## config.mk

```make
export PLATFORM = sky130hd
export DESIGN_NAME = wbuf_top
export DESIGN_NICKNAME = d
export VERILOG_FILES = /design/src/hdl/wbuf_pkg.sv /design/src/hdl/wbuf_top.sv /design/src/hdl/wbuf_drain.sv /design/src/hdl/wbuf_intake.sv /design/src/hdl/sync_fifo_afe.sv
export VERILOG_INCLUDE_DIRS = /design/src /design/src/hdl
export SDC_FILE = /design/constraint.sdc
export NUM_CORES = 1
export LEC_CHECK = 0
export ABC_CLOCK_PERIOD_IN_PS = 5700
export BUFFER_PORTS_ARGS = -buffer_cell sky130_fd_sc_hd__clkbuf_2
export CAP_MARGIN = 10
export CORE_MARGIN = 2
export CORE_UTILIZATION = 54
export DETAILED_ROUTE_END_ITERATION = 8
export GPL_TIMING_DRIVEN = 0
export PLACE_DENSITY = 0.73
export SLEW_MARGIN = 15
export SYNTH_ARGS = -nofsm -noshare
export SYNTH_HDL_FRONTEND = slang
export SYNTH_SLANG_ARGS = --single-unit
```

## constraint.sdc

```tcl
create_clock -name clk -period 5.7 [get_ports clk]
set_clock_uncertainty 0.05 [all_clocks]
set_input_delay 1.71 -clock clk [delete_from_list [all_inputs] [get_ports clk]]
set_output_delay 1.71 -clock clk [all_outputs]
set_load 0.005 [all_outputs]
```

## src/hdl/wbuf_macros.svh

```systemverilog
// Write buffer sizing: FIFO depth, flag thresholds and the word address width.
`ifndef WBUF_MACROS_SVH
`define WBUF_MACROS_SVH

// number of FIFO entries, which must be a power of two.
`define WBUF_DEPTH 8

// almost-full rises this many entries below full.
// it must cover the intake register plus one store issued as stall rises, so at least 2.
`define WBUF_AF_THRESHOLD 2

// the write buffer does not use almost-empty, so the flag is tied off.
`define WBUF_AE_THRESHOLD 0

// word address width, so byte addresses are two bits wider.
`define WBUF_ADDR_W 30

`endif
```

## src/hdl/wbuf_pkg.sv

```systemverilog
// Write buffer types for core stores and merged memory writes.
`include "wbuf_macros.svh"

package wbuf_pkg;

	// one store as handed over by the core.
	typedef struct packed {
		logic [`WBUF_ADDR_W-1:0] addr;
		logic [31:0]             data;
		logic [3:0]              be;
	} store_req_t;

	// a merged write as presented to memory.
	typedef struct packed {
		logic [`WBUF_ADDR_W-1:0] addr;
		logic [31:0]             data;
		logic [3:0]              be;
	} mem_wr_t;

endpackage

```

## src/hdl/wbuf_top.sv

```systemverilog
// Store write buffer top level joining the intake, the FIFO and the drain.
`timescale 1ns/1ps
`include "wbuf_macros.svh"

module wbuf_top (
	input  logic                 clk,
	input  logic                 reset_n,
	input  logic                 st,
	input  wbuf_pkg::store_req_t st_req,
	output logic                 stall,
	output logic                 overflow_err,
	output logic                 mem_wr,
	output wbuf_pkg::mem_wr_t    mem_req,
	input  logic                 mem_ack
);

	wbuf_pkg::store_req_t wr_data;
	wbuf_pkg::store_req_t rd_data;
	logic                 wr;
	logic                 rd;
	logic                 full;
	logic                 almost_full;
	logic                 empty;

	wbuf_intake u_intake (
		.clk          (clk),
		.reset_n      (reset_n),
		.st           (st),
		.st_req       (st_req),
		.full         (full),
		.almost_full  (almost_full),
		.wr           (wr),
		.wr_data      (wr_data),
		.stall        (stall),
		.overflow_err (overflow_err)
	);

	sync_fifo_afe #(
		.payload_t              (wbuf_pkg::store_req_t),
		.depth                  (`WBUF_DEPTH),
		.almost_full_threshold  (`WBUF_AF_THRESHOLD),
		.almost_empty_threshold (`WBUF_AE_THRESHOLD)
	) u_fifo (
		.clk          (clk),
		.reset_n      (reset_n),
		.wr           (wr),
		.wr_data      (wr_data),
		.rd           (rd),
		.rd_data      (rd_data),
		.empty        (empty),
		.full         (full),
		.almost_empty (),
		.almost_full  (almost_full)
	);

	wbuf_drain u_drain (
		.clk     (clk),
		.reset_n (reset_n),
		.rd_data (rd_data),
		.empty   (empty),
		.rd      (rd),
		.mem_wr  (mem_wr),
		.mem_req (mem_req),
		.mem_ack (mem_ack)
	);

endmodule

```

## src/hdl/wbuf_drain.sv

```systemverilog
// Write buffer drain: merges same-address stores and issues them as held memory writes.
`timescale 1ns/1ps

module wbuf_drain (
	input  logic                 clk,
	input  logic                 reset_n,
	input  wbuf_pkg::store_req_t rd_data,
	input  logic                 empty,
	output logic                 rd,
	output logic                 mem_wr,
	output wbuf_pkg::mem_wr_t    mem_req,
	input  logic                 mem_ack
);

	wbuf_pkg::mem_wr_t stg_q;
	wbuf_pkg::mem_wr_t stg_d;
	logic              stg_valid;
	logic              head_hit;
	logic              load;
	logic              merge;

	assign head_hit = !empty && (rd_data.addr == stg_q.addr);

	// staging takes the head when idle, and keeps absorbing matching heads until issued.
	assign load  = !stg_valid && !empty;
	assign merge = stg_valid && !mem_wr && head_hit;
	assign rd    = load | merge;

	always_comb begin
		stg_d = stg_q;
		if (load) begin
			stg_d.addr = rd_data.addr;
			stg_d.data = rd_data.data;
			stg_d.be   = rd_data.be;
		end else if (merge) begin
			// newer bytes overwrite older ones.
			for (int i = 0; i < $bits(rd_data.be); i++) begin
				if (rd_data.be[i]) begin
					stg_d.data[8*i +: 8] = rd_data.data[8*i +: 8];
				end
			end
			stg_d.be = stg_q.be | rd_data.be;
		end
	end

	always_ff @(posedge clk) begin
		stg_q <= stg_d;
	end

	always_ff @(posedge clk or negedge reset_n) begin
		if (!reset_n) begin
			stg_valid <= 1'b0;
			mem_wr    <= 1'b0;
		end else if (mem_wr) begin
			if (mem_ack) begin
				stg_valid <= 1'b0;
				mem_wr    <= 1'b0;
			end
		end else if (load) begin
			stg_valid <= 1'b1;
		end else if (stg_valid && !head_hit) begin
			// nothing left to merge, so the write goes out.
			mem_wr <= 1'b1;
		end
	end

	// staging is frozen while mem_wr is high, which holds the request stable.
	assign mem_req = stg_q;

endmodule

```

## src/hdl/wbuf_intake.sv

```systemverilog
// Write buffer intake: registers core stores, pushes them into the FIFO and flags overflow.
`timescale 1ns/1ps

module wbuf_intake (
	input  logic                 clk,
	input  logic                 reset_n,
	input  logic                 st,
	input  wbuf_pkg::store_req_t st_req,
	input  logic                 full,
	input  logic                 almost_full,
	output logic                 wr,
	output wbuf_pkg::store_req_t wr_data,
	output logic                 stall,
	output logic                 overflow_err
);

	// set for the one cycle after a store strobe while the store sits in wr_data.
	logic pend;

	always_ff @(posedge clk or negedge reset_n) begin
		if (!reset_n) begin
			pend <= 1'b0;
		end else begin
			pend <= st;
		end
	end

	always_ff @(posedge clk) begin
		if (st) begin
			wr_data <= st_req;
		end
	end

	assign wr = pend && !full;

	// a held store that meets a full FIFO is lost, and the error stays until reset.
	always_ff @(posedge clk or negedge reset_n) begin
		if (!reset_n) begin
			overflow_err <= 1'b0;
		end else if (pend && full) begin
			overflow_err <= 1'b1;
		end
	end

	assign stall = almost_full | full;

endmodule

```

## src/hdl/sync_fifo_afe.sv

```systemverilog
// Synchronous FIFO with registered empty, full, almost-empty and almost-full flags.
`timescale 1ns/1ps

module sync_fifo_afe #(
	parameter type payload_t = logic [31:0],
	parameter int depth = 8,
	parameter int almost_full_threshold = 0,
	parameter int almost_empty_threshold = 0
) (
	input  logic     clk,
	input  logic     reset_n,
	input  logic     wr,
	input  payload_t wr_data,
	input  logic     rd,
	output payload_t rd_data,
	output logic     empty,
	output logic     full,
	output logic     almost_empty,
	output logic     almost_full
);

	localparam int idx_w = $clog2(depth);
	localparam int ptr_w = idx_w + 1;

	typedef logic [ptr_w-1:0] ptr_t;

	payload_t mem [depth];

	// pointers carry one extra wrap bit to tell full from empty.
	ptr_t wr_ptr;
	ptr_t rd_ptr;
	ptr_t next_wr_ptr;
	ptr_t next_rd_ptr;
	ptr_t next_count;
	logic next_empty;
	logic next_full;

	assign next_wr_ptr = wr_ptr + ptr_t'(wr);
	assign next_rd_ptr = rd_ptr + ptr_t'(rd);

	// occupancy after this edge, modulo twice the depth.
	assign next_count = next_wr_ptr - next_rd_ptr;

	assign next_empty = (next_wr_ptr == next_rd_ptr);
	assign next_full  = (next_wr_ptr[idx_w-1:0] == next_rd_ptr[idx_w-1:0]) &&
	                    (next_wr_ptr[idx_w] != next_rd_ptr[idx_w]);

	always_ff @(posedge clk) begin
		if (wr) begin
			mem[wr_ptr[idx_w-1:0]] <= wr_data;
		end
	end

	assign rd_data = mem[rd_ptr[idx_w-1:0]];

	always_ff @(posedge clk or negedge reset_n) begin
		if (!reset_n) begin
			wr_ptr <= '0;
			rd_ptr <= '0;
		end else begin
			wr_ptr <= next_wr_ptr;
			rd_ptr <= next_rd_ptr;
		end
	end

	always_ff @(posedge clk or negedge reset_n) begin
		if (!reset_n) begin
			empty <= 1'b1;
			full  <= 1'b0;
		end else begin
			empty <= next_empty;
			full  <= next_full;
		end
	end

	// the almost flags look at the next occupancy, so they switch on the same edge
	// as empty and full.
	generate
		if (almost_full_threshold == 0) begin : gen_af_off
			assign almost_full = 1'b0;
		end else begin : gen_af_on
			always_ff @(posedge clk or negedge reset_n) begin
				if (!reset_n) begin
					almost_full <= 1'b0;
				end else begin
					almost_full <= !next_full &&
					               (next_count >= ptr_t'(depth - almost_full_threshold));
				end
			end
		end
	endgenerate

	generate
		if (almost_empty_threshold == 0) begin : gen_ae_off
			assign almost_empty = 1'b0;
		end else begin : gen_ae_on
			always_ff @(posedge clk or negedge reset_n) begin
				if (!reset_n) begin
					almost_empty <= 1'b0;
				end else begin
					almost_empty <= !next_empty &&
					                (next_count <= ptr_t'(almost_empty_threshold));
				end
			end
		end
	endgenerate

endmodule

```

After elaboration in Yosys (flattened, before gate mapping)
Memories as Yosys holds them, arrays and structs flattened.
Cells that the tools add are included.

storage, ports and cells
  register bits = 147
  bits in latches = 0
  RAM bits = 528
  memory bits (read-only) = 0
  output and inout port bits = 69
  word-level logic and storage cells = 72
  memories = 1

operators by class
  add/subtract/negate cells = 3
  multipliers = 0
  divide/modulo/power cells = 0
  order comparisons = 1
  eq/ne operators = 5
  shifts and indexed selects = 0
  muxes and demuxes = 15
  bitwise operators = 3
  reduce and logical (&&, ||, !) cells = 26

memory list
  memory      depth  width  read ports  clocked after Yosys merged registers in  write ports  RTL line             source
  u_fifo.mem  8      66     1           0                                        1            sync_fifo_afe.sv:27  payload_t mem [depth];

operators by type and width
  cell                count
  $mux 36             2
  $mux 8              4
  $eq 30x30->1        1
  $reduce_bool 2->1   6
  $reduce_and 2->1    5
  $logic_and 1x1->1   9
  $mux 1              9
  $add 4x1->4         2
  $logic_not 1->1     6
  $eq 4x4->1          1
  $ge 4x3->1 const B  1
  $or 4x4->4          1
  $sub 4x4->4         1
  $eq 3x3->1          1
  $ne 2x2->1 const B  1
  $or 1x1->1          2
  $ne 1x1->1          1

Longest topological paths before layout
Gate-level depths: netlist of run 1.
An unclocked memory read counts as a cell.

  word-level depth = 10
  depth in mapped cells = 19
  mapped depth without buffers = 15

Hierarchy
A second synthesis of run 1 with hierarchy kept.

unflattened totals
  cells, all modules = 1029
  area, all modules = 25014.0 µm²

modules (own cells, without submodules)
  module         instances  cells each  area each (µm²)  seq. area each (µm²)
  sync_fifo_afe  1          823         20432.1          16131.7
  wbuf_drain     1          135         2526.2           2031.9
  wbuf_intake    1          71          2055.7           2031.9

Least setup slack after synthesis of run 1
Ideal clock, no wire load.

  kind = register -> register
  start point = register u_fifo.full
  end point = memory u_fifo.mem[0][0] in the netlist's numbering (enable)
  library setup time = 0.571 ns
  arrival = 5.153 ns
  data required time = 5.079 ns
  slack = -0.074 ns
  cell stages (with the launch flop) = 4
  clock period less this slack = 5.774 ns
  path through = dfrtp_1 > nor2b_1 > nand2b_1 > nor3_1

between the ends
  cells in the longest elaborated chain, start to end = 4

ends and longest elaborated chain
  what                          RTL line             source
  from (decl)                   sync_fifo_afe.sv:17  output logic full,
  from (signal assigned)        sync_fifo_afe.sv:72  full <= next_full;
  $logic_not 1->1               wbuf_intake.sv:34    assign wr = pend && !full;
  $logic_and 1x1->1             wbuf_intake.sv:34
  $mux 1                        sync_fifo_afe.sv:49  if (wr) begin
  $mux 1 (not written as such)  sync_fifo_afe.sv:50  mem[wr_ptr[idx_w-1:0]] <= wr_data;
  to (decl)                     sync_fifo_afe.sv:27

Every way passes these cells.

==> results.txt, run 1 <==
The flow ran to the end, and the final reports show no timing, DRC or antenna violations. The core area came out at 45600 um^2. The max-cap violation count is 0. The cell count after synthesis is 1162. The required time of the critical path came out at 6150 ps. In the synthesized netlist the dominant register cell turns out to be sky130_fd_sc_hd__edfxtp_1.

The post-route standard cell area excluding fillers came out at 29400 um^2. Entering global routing, the biggest net connects 43 pins. The maximum level of the CTS H-tree is 3. For this configuration, the core starts out at a cell density of a little over half. The initial antenna violation count is 0. Setup repair after global routing left no endpoint under its margin. After clock tree synthesis, the clock-pin slew on the worst setup and hold paths is around 60 ps. In the layout the commonest cells are sky130_fd_sc_hd__edfxtp_1, sky130_fd_sc_hd__clkbuf_2, sky130_fd_sc_hd__nand2_1. The maximum vdd drop is roughly 0.31 mV.

The floorplan step set the die width to approximately 220 um. Dividing the detail-routed wire length by the instance count gives between 20 and 25 um. The commonest non-fill, non-tap cell in the layout is sky130_fd_sc_hd__edfxtp_1. The number of sinks handled by clock tree synthesis came out at roughly 680. In this run, the number of DRC markers left after iteration 0 of detailed routing was 1017. The number of warnings issued by yosys is 0. The sum of negative setup slack came out at 0 ps. In this run the most critical hold path is launched from u_intake.overflow_err. The worst hold slack is 414 ps. The estimated wirelength of the detail-placed design is 32.2 mm. STA classifies the critical path endpoint as a register.

The die boundary height came out at 219 um. Along the worst path, the maximum fanout reaches 10. Global routing finished with a remaining overflow of 0. In this run the power density over the cells is between 500 and 600 nW/um^2. The routed wire length came out at around 50 mm.

TritonCTS built the clock tree. The flip-flop and latch count after synthesis is 675. The cell depth of the worst flop-to-flop path is 17. The minimum clock period is roughly 5200 ps. The async set or reset register ratio after synthesis is around 2.2%. The mean post-synth cell area came out at ~22 um^2.

In the routed design, unresolved DRC markers number 0. The first-pass GRT wire length came out at around 75 mm. The count of buffers inserted at the top-level ports came out at between 100 and 150. The combined area of all synthesized cells is 25000 um^2.

The overall routing resource usage came out at a little over a fifth. The final estimated routing congestion in global placement is 0.751. The path class of the tightest hold or removal check is reg2reg.

Once detail routing completed, the nets flagged for antenna violations numbered 0. The kind of critical path is reg2reg. For this design the static power due to leakage is around 10 nW.

The final critical path takes up 90.9% of the cycle. The setup violation total in the final timing report came out at 0. The worst register-to-register path begins at u_fifo.rd_ptr[0].

The final-report hold violation count is 0. The first-pass iteration count of the detailed router came out at 5. The startpoint of the worst setup timing path is u_fifo.rd_ptr[0]. The total vias in the final route came out at between 10000 and 15000.

The arrival time of data at the critical path endpoint came out at 5640 ps. The clock passes through at most 3 buffers. The instance area after placement came out at roughly 27000 um^2. The layout overhead on the synthesized area came out at 17.6%. The number of unique standard cell types used by synthesis came out at 43.

The top achievable clock speed is about 190 MHz. The sequential element share of the synthesized area is between 80 and 90%. The worst setup path is launched from a register. The via count of the first global-routing pass is approximately 12000. The initialized floorplan defines between 70 and 80 standard-cell rows. The clock reaches the later pin of the worst-skew pair after between 500 and 600 ps. The number of antenna diodes in the final layout is 0.

The net count of the finished layout is approximately 1500. The cell count of the worst hold path is 1. The number of flops mapped to enable cells by yosys came out at 660. The number of top-level pins is ~140. The max-slew violation count is 0. The overall die area came out at ~48000 um^2. The total CTS buffers is 67.

At the pin with the least slew margin, the transition time is roughly 930 ps. The fraction of layout cells with a size suffix above 1 is between 30% and 40%. The net count of the mapped netlist came out at 1239. The clock root buffer is sky130_fd_sc_hd__clkbuf_16. The normalized max-slew margin is between 30% and 40%. The detail-routed via count per cell came out at between 5 and 6.
state kept, by name, indices dropped and copies added, names as in the netlist:
signal                 cells
u_intake.pend              1
u_fifo.almost_full         1
u_drain.mem_req           66
u_intake.overflow_err      1
u_fifo.full                1
u_fifo.mem               528
u_drain.stg_valid          1
u_fifo.empty               1
u_intake.wr_data          66
u_fifo.rd_ptr              4
u_fifo.wr_ptr              4
u_drain.mem_wr             1
cells by family after synthesis:
logic type | share of synthesized area (%)
DFF | 80.6
and+or+nand+nor | 2.97
buffers and inverters | 1.26
AOI/OAI and AO/OA | 1.31
xor gates and xnor gates | 1.33
adders and majority gates | 0.350
muxes | 12.2
synthesized netlist by cell type, drive strengths merged, types with 5 or more instances:
cell type  instances  share of area [%]
mux4             106                9.5
mux2              12               0.54
nor2b              7               0.17
a21oi              5               0.10
mux2i             51                2.1
dfrtp             14                1.4
inv               12               0.18
xor2              22               0.77
nand2b             7               0.17
a221oi            14               0.49
edfxtp           660                 79
ha                 7               0.35
xnor2             16               0.56
nand2            114                1.7
nor2              21               0.31
clkbuf            13               0.19
buf               34               0.88
routing by layer:
| metal | vias up | part of all wire, % | global-route usage [%] |
|---|---|---|---|
| met5 | - | 0 | 0 |
| met1 | 6184 | 40 | 28.7 |
| li1 | 5182 | - | - |
| met3 | 94 | 5.8 | 3.26 |
| met4 | 0 | 3.1 | 8.31 |
| met2 | 424 | 51 | 36.9 |
timing repair:
action                                  4_1_cts  5_1_grt
resized for setup                             3        3
endpoints found under the setup margin        1        1
gates cloned                                  0        0
setup buffers                                 0        3
pin swaps                                     0        1
hold buffers                                  0        0
worst max-delay path, cell delays in order, from the launching register on:
cell                       delay, ps
sky130_fd_sc_hd__dfrtp_1         360
sky130_fd_sc_hd__buf_4           220
sky130_fd_sc_hd__buf_2           370
sky130_fd_sc_hd__nor2_1          280
sky130_fd_sc_hd__a221oi_1        730
sky130_fd_sc_hd__xnor2_1         200
sky130_fd_sc_hd__nand3_1          90
sky130_fd_sc_hd__or3_1           460
sky130_fd_sc_hd__buf_1           260
sky130_fd_sc_hd__o31ai_4         370
sky130_fd_sc_hd__ha_1            240
sky130_fd_sc_hd__ha_1            160
sky130_fd_sc_hd__xor2_1          250
sky130_fd_sc_hd__inv_1            70
sky130_fd_sc_hd__ha_1            320
sky130_fd_sc_hd__a221oi_1        330
sky130_fd_sc_hd__xor2_1          110
sky130_fd_sc_hd__a21oi_1         200
cell type report:
type | instances | area, um^2
Inverter | 12 | 45.0
Clock buffer | 79 | 1770
Tap cell | 600 | 751
Multi-Input combinational cell | 428 | 4670
Fill cell | 2946 | 16100
Sequential cell | 675 | 20200
Clock inverter | 39 | 375
Timing Repair Buffer | 177 | 1370
Buffer | 47 | 272
worst paths after layout:
| kind | to | slack [ps] |
|---|---|---|
| worst max-delay path | u_fifo.almost_full | 520 |
| worst min-delay path | u_intake.overflow_err | 410 |
| worst max register to register | u_fifo.almost_full | 520 |
| worst min register to register | u_intake.overflow_err | 410 |
| max in group asynchronous | u_fifo.empty | 4320 |
| min in group asynchronous | u_intake.overflow_err | 970 |
through the flow:
step / util (%) / std cells / setup WS, ps / total power [W]
after floorplan: - / 1162 / 1310 / 0.00991
after global placement: 58.1 / 1900 / -1420 / 0.0114
after detailed placement: 59.8 / 1936 / -302 / 0.0116
after CTS: 64.5 / 2054 / 55.3 / 0.0160
after global routing: 64.6 / 2057 / 63.9 / 0.0165
final: 64.6 / 2057 / 517 / 0.0158
report_power, final:
| group | switching, W | internal, W |
|---|---|---|
| logic | 0.00259 | 0.00196 |
| registers | 0.000362 | 0.00661 |
| clock network | 0.00180 | 0.00251 |
No activity file was read; power rests on OpenSTA's default activity.
==> inputs of run 2 (changes only) <==
==> constraint.sdc (replaced) <==
create_clock -name clk -period 5.7 [get_ports clk]
set_clock_uncertainty 0.05 [all_clocks]
set_input_delay 0.285 -clock clk [delete_from_list [all_inputs] [get_ports clk]]
set_output_delay 0.285 -clock clk [all_outputs]
set_load 0.005 [all_outputs]
==> run 2 against run 1 <==
  * Sequential power about the same
  * Final area increased by 2.3%
  * Setup slack got worse by 69 ps
  * Global-route usage increased by 0.32 points
  * Critical endpoint unchanged
  * Via count increased by 1.9%
  * Clock power about the same
  * Flip-flop and latch count unchanged
  * Final cell count increased by 3.3%
  * Non-clock buffer count increased by 68
==> results.txt, run 2 (synthesis gave the netlist of run 1 again) <==
The flow ran to the end, and the final reports show no timing, DRC or antenna violations. The first global-routing pass estimated about 76 mm of wire. The floorplan row count came out at 78. The leakage dissipation is ~10 nW.

For this run, the share of the core covered by cells in the final layout is between 60% and 70%. In the layout the commonest cells are sky130_fd_sc_hd__edfxtp_1, sky130_fd_sc_hd__clkbuf_2, sky130_fd_sc_hd__nand2_1. The final-report hold violation count came to 0.

The via count of the first global-routing pass is between 10000 and 15000. The setup violation total in the final timing report came out at 0. Global routing finished with a remaining overflow of 0. The count of nets after finishing is approximately 1600. Data on the critical path is required at its endpoint by 6150 ps. The clock latency on the worst-skew pair is roughly 600 ps. The signal on the critical path passes through buf_4 > buf_6 > buf_6 > inv_1 > buf_2 > nor2_1 > a221oi_1 > xor2_1 > nor4_1 > nand4_2 > buf_4 > o31ai_4 > ha_1 > ha_1 > xor2_1 > inv_1 > ha_1 > a221oi_1 > xor2_1 > a21oi_1. The destination of the worst register-to-register timing path is u_fifo.almost_full. The first-pass iteration count of the detailed router came out at 5.

The clock passes through at most 3 buffers. Cells with a size suffix above 1 make up between 20% and 30% of the layout. The post-route fraction of the period consumed by the critical path is approximately 92%. The routed wire length came out at between 50 and 60 mm.

The number of non-filler instances in the completed layout is ~2100. CTS saw 675 sinks. The max-cap violation count is 0.

The count of buffers inserted at the top-level ports came out at between 100 and 150. The number of DRC markers in iteration 0 came out at approximately 1100. Entering global routing, the biggest net connects 43 pins. The maximum vdd drop is 0.315 mV. The worst setup path is captured at a register. The max-slew violation count came out at 0. The clock root buffer is sky130_fd_sc_hd__clkbuf_16. The total CTS buffers is 67. The final routed DRC violation total came out at 0. After floorplanning, the core was sized to cover 45600 um^2. In this run the critical register-to-register path is launched from u_fifo.rd_ptr[2]. The maximum level of the CTS H-tree is 3. The x dimension of the die is 219 um. The worst hold-check path type is in2async. Setup slack on the worst reg-to-reg path comes out at 450 ps. The initial antenna violation count is 0. The delay of the slowest cell on the worst path came out at ~560 ps.

The final estimated routing congestion in global placement came out at between 0.7 and 0.8. The overall die area is 48100 um^2. In this run the worst path has a maximum fanout of 10.

Leaving out fill and tap cells, the most frequent cell in the layout is sky130_fd_sc_hd__edfxtp_1. After clock tree synthesis, the clock-pin slew on the worst setup and hold paths is around 60 ps. Setup repair after global routing left no endpoint under its margin.

The highest-delay cell along the critical path is sky130_fd_sc_hd__a221oi_1. The number of instances in the placed design came out at between 1500 and 2000. The worst hold slack is 98.0 ps. The antenna diode count came out at 0. The element type at the critical path start is a register. The top achievable clock speed is roughly 190 MHz.

The slew at the pin with the worst max-slew slack is 871 ps. The total vias in the final route is between 10000 and 15000. The arrival time of data at the critical path endpoint came out at 5710 ps. The die boundary height came out at about 220 um. The kind of critical path is reg2reg. The normalized max-slew margin came out at between 40% and 50%. Using the TritonRoute via totals, the vias-per-cell ratio works out to roughly 5.7. The power density of the placed cells came out at roughly 530 nW/um^2. The minimum clock period came out at 5250 ps.

After detailed routing, the average wire length per cell comes to ~24 um. The cell depth of the worst flop-to-flop path is 20. The layout overhead on the synthesized area is 20.3%. After routing, the total negative slack on setup checks comes to 0 ps. The CTS tree is yes. The overall routing resource usage came out at around 22%. The initial cell density of the core is 55.0%. The number of flip-flops under the largest register name came out at roughly 530. The number of routed nets with antenna violations came out at 0. The estimated wirelength of the detail-placed design came out at around 32 mm. about 140 I/O pins were placed.
run 2: routing by layer:
layer	global-route usage (%)	vias to the layer above	share of wire, %
met3	3.20	90	5.6
met2	37.8	428	51
met1	29.0	6272	41
met5	0	-	0
met4	8.00	0	2.8
li1	-	5315	-
run 2: cell type report:
class / instances / area (um^2)
Sequential cell: 675 / 20200
Fill cell: 2894 / 15400
Multi-Input combinational cell: 428 / 4670
Timing Repair Buffer: 245 / 2050
Clock buffer: 79 / 1770
Tap cell: 600 / 751
Clock inverter: 39 / 375
Buffer: 47 / 272
Inverter: 12 / 45.0
run 2: where the power goes:
| part | internal, W | switching, W |
|---|---|---|
| Combinational | 0.00199 | 0.00260 |
| Sequential | 0.00661 | 0.000363 |
| Clock | 0.00251 | 0.00181 |
run 2: worst max path at each step:
stage | from | to | cells after the start
2_1_floorplan | u_fifo.rd_ptr[2] | u_fifo.almost_full | 19
3_3_place_gp | u_fifo.full | u_fifo.mem[2][32] | 3
3_5_place_dp | u_fifo.rd_ptr[0] | u_fifo.almost_full | 16
4_1_cts | u_fifo.rd_ptr[1] | u_fifo.almost_full | 18
5_1_grt | u_fifo.rd_ptr[2] | u_fifo.almost_full | 20
6_report | u_fifo.rd_ptr[2] | u_fifo.almost_full | 20
run 2: what timing repair did:
action,in CTS,in global routing
setup endpoints to repair,1,1
gates resized for setup,3,3
hold endpoints to repair,83,0
hold buffers,68,0
pin swaps,0,1
buffers inserted,0,3
run 2: critical path: cells and delay by family, from the launching register on:
| kind | cells | cell delay [ps] |
|---|---|---|
| buf+inv | 7 | 1390 |
| simple gates | 3 | 620 |
| compound gates | 4 | 1490 |
| fa+ha+maj | 3 | 720 |
| xor+xnor | 3 | 500 |
| flops | 1 | 360 |
run 2: stage by stage:
step / cell area (um^2) / setup WS [ps] / total power, W
2_1_floorplan: 25100 / 1310 / 0.00991
3_3_place_gp: 26500 / -1420 / 0.0114
4_1_cts: 30100 / 55.3 / 0.0160
6_report: 30100 / 447 / 0.0159
5_1_grt: 30100 / 63.9 / 0.0166
3_5_place_dp: 27200 / -302 / 0.0116
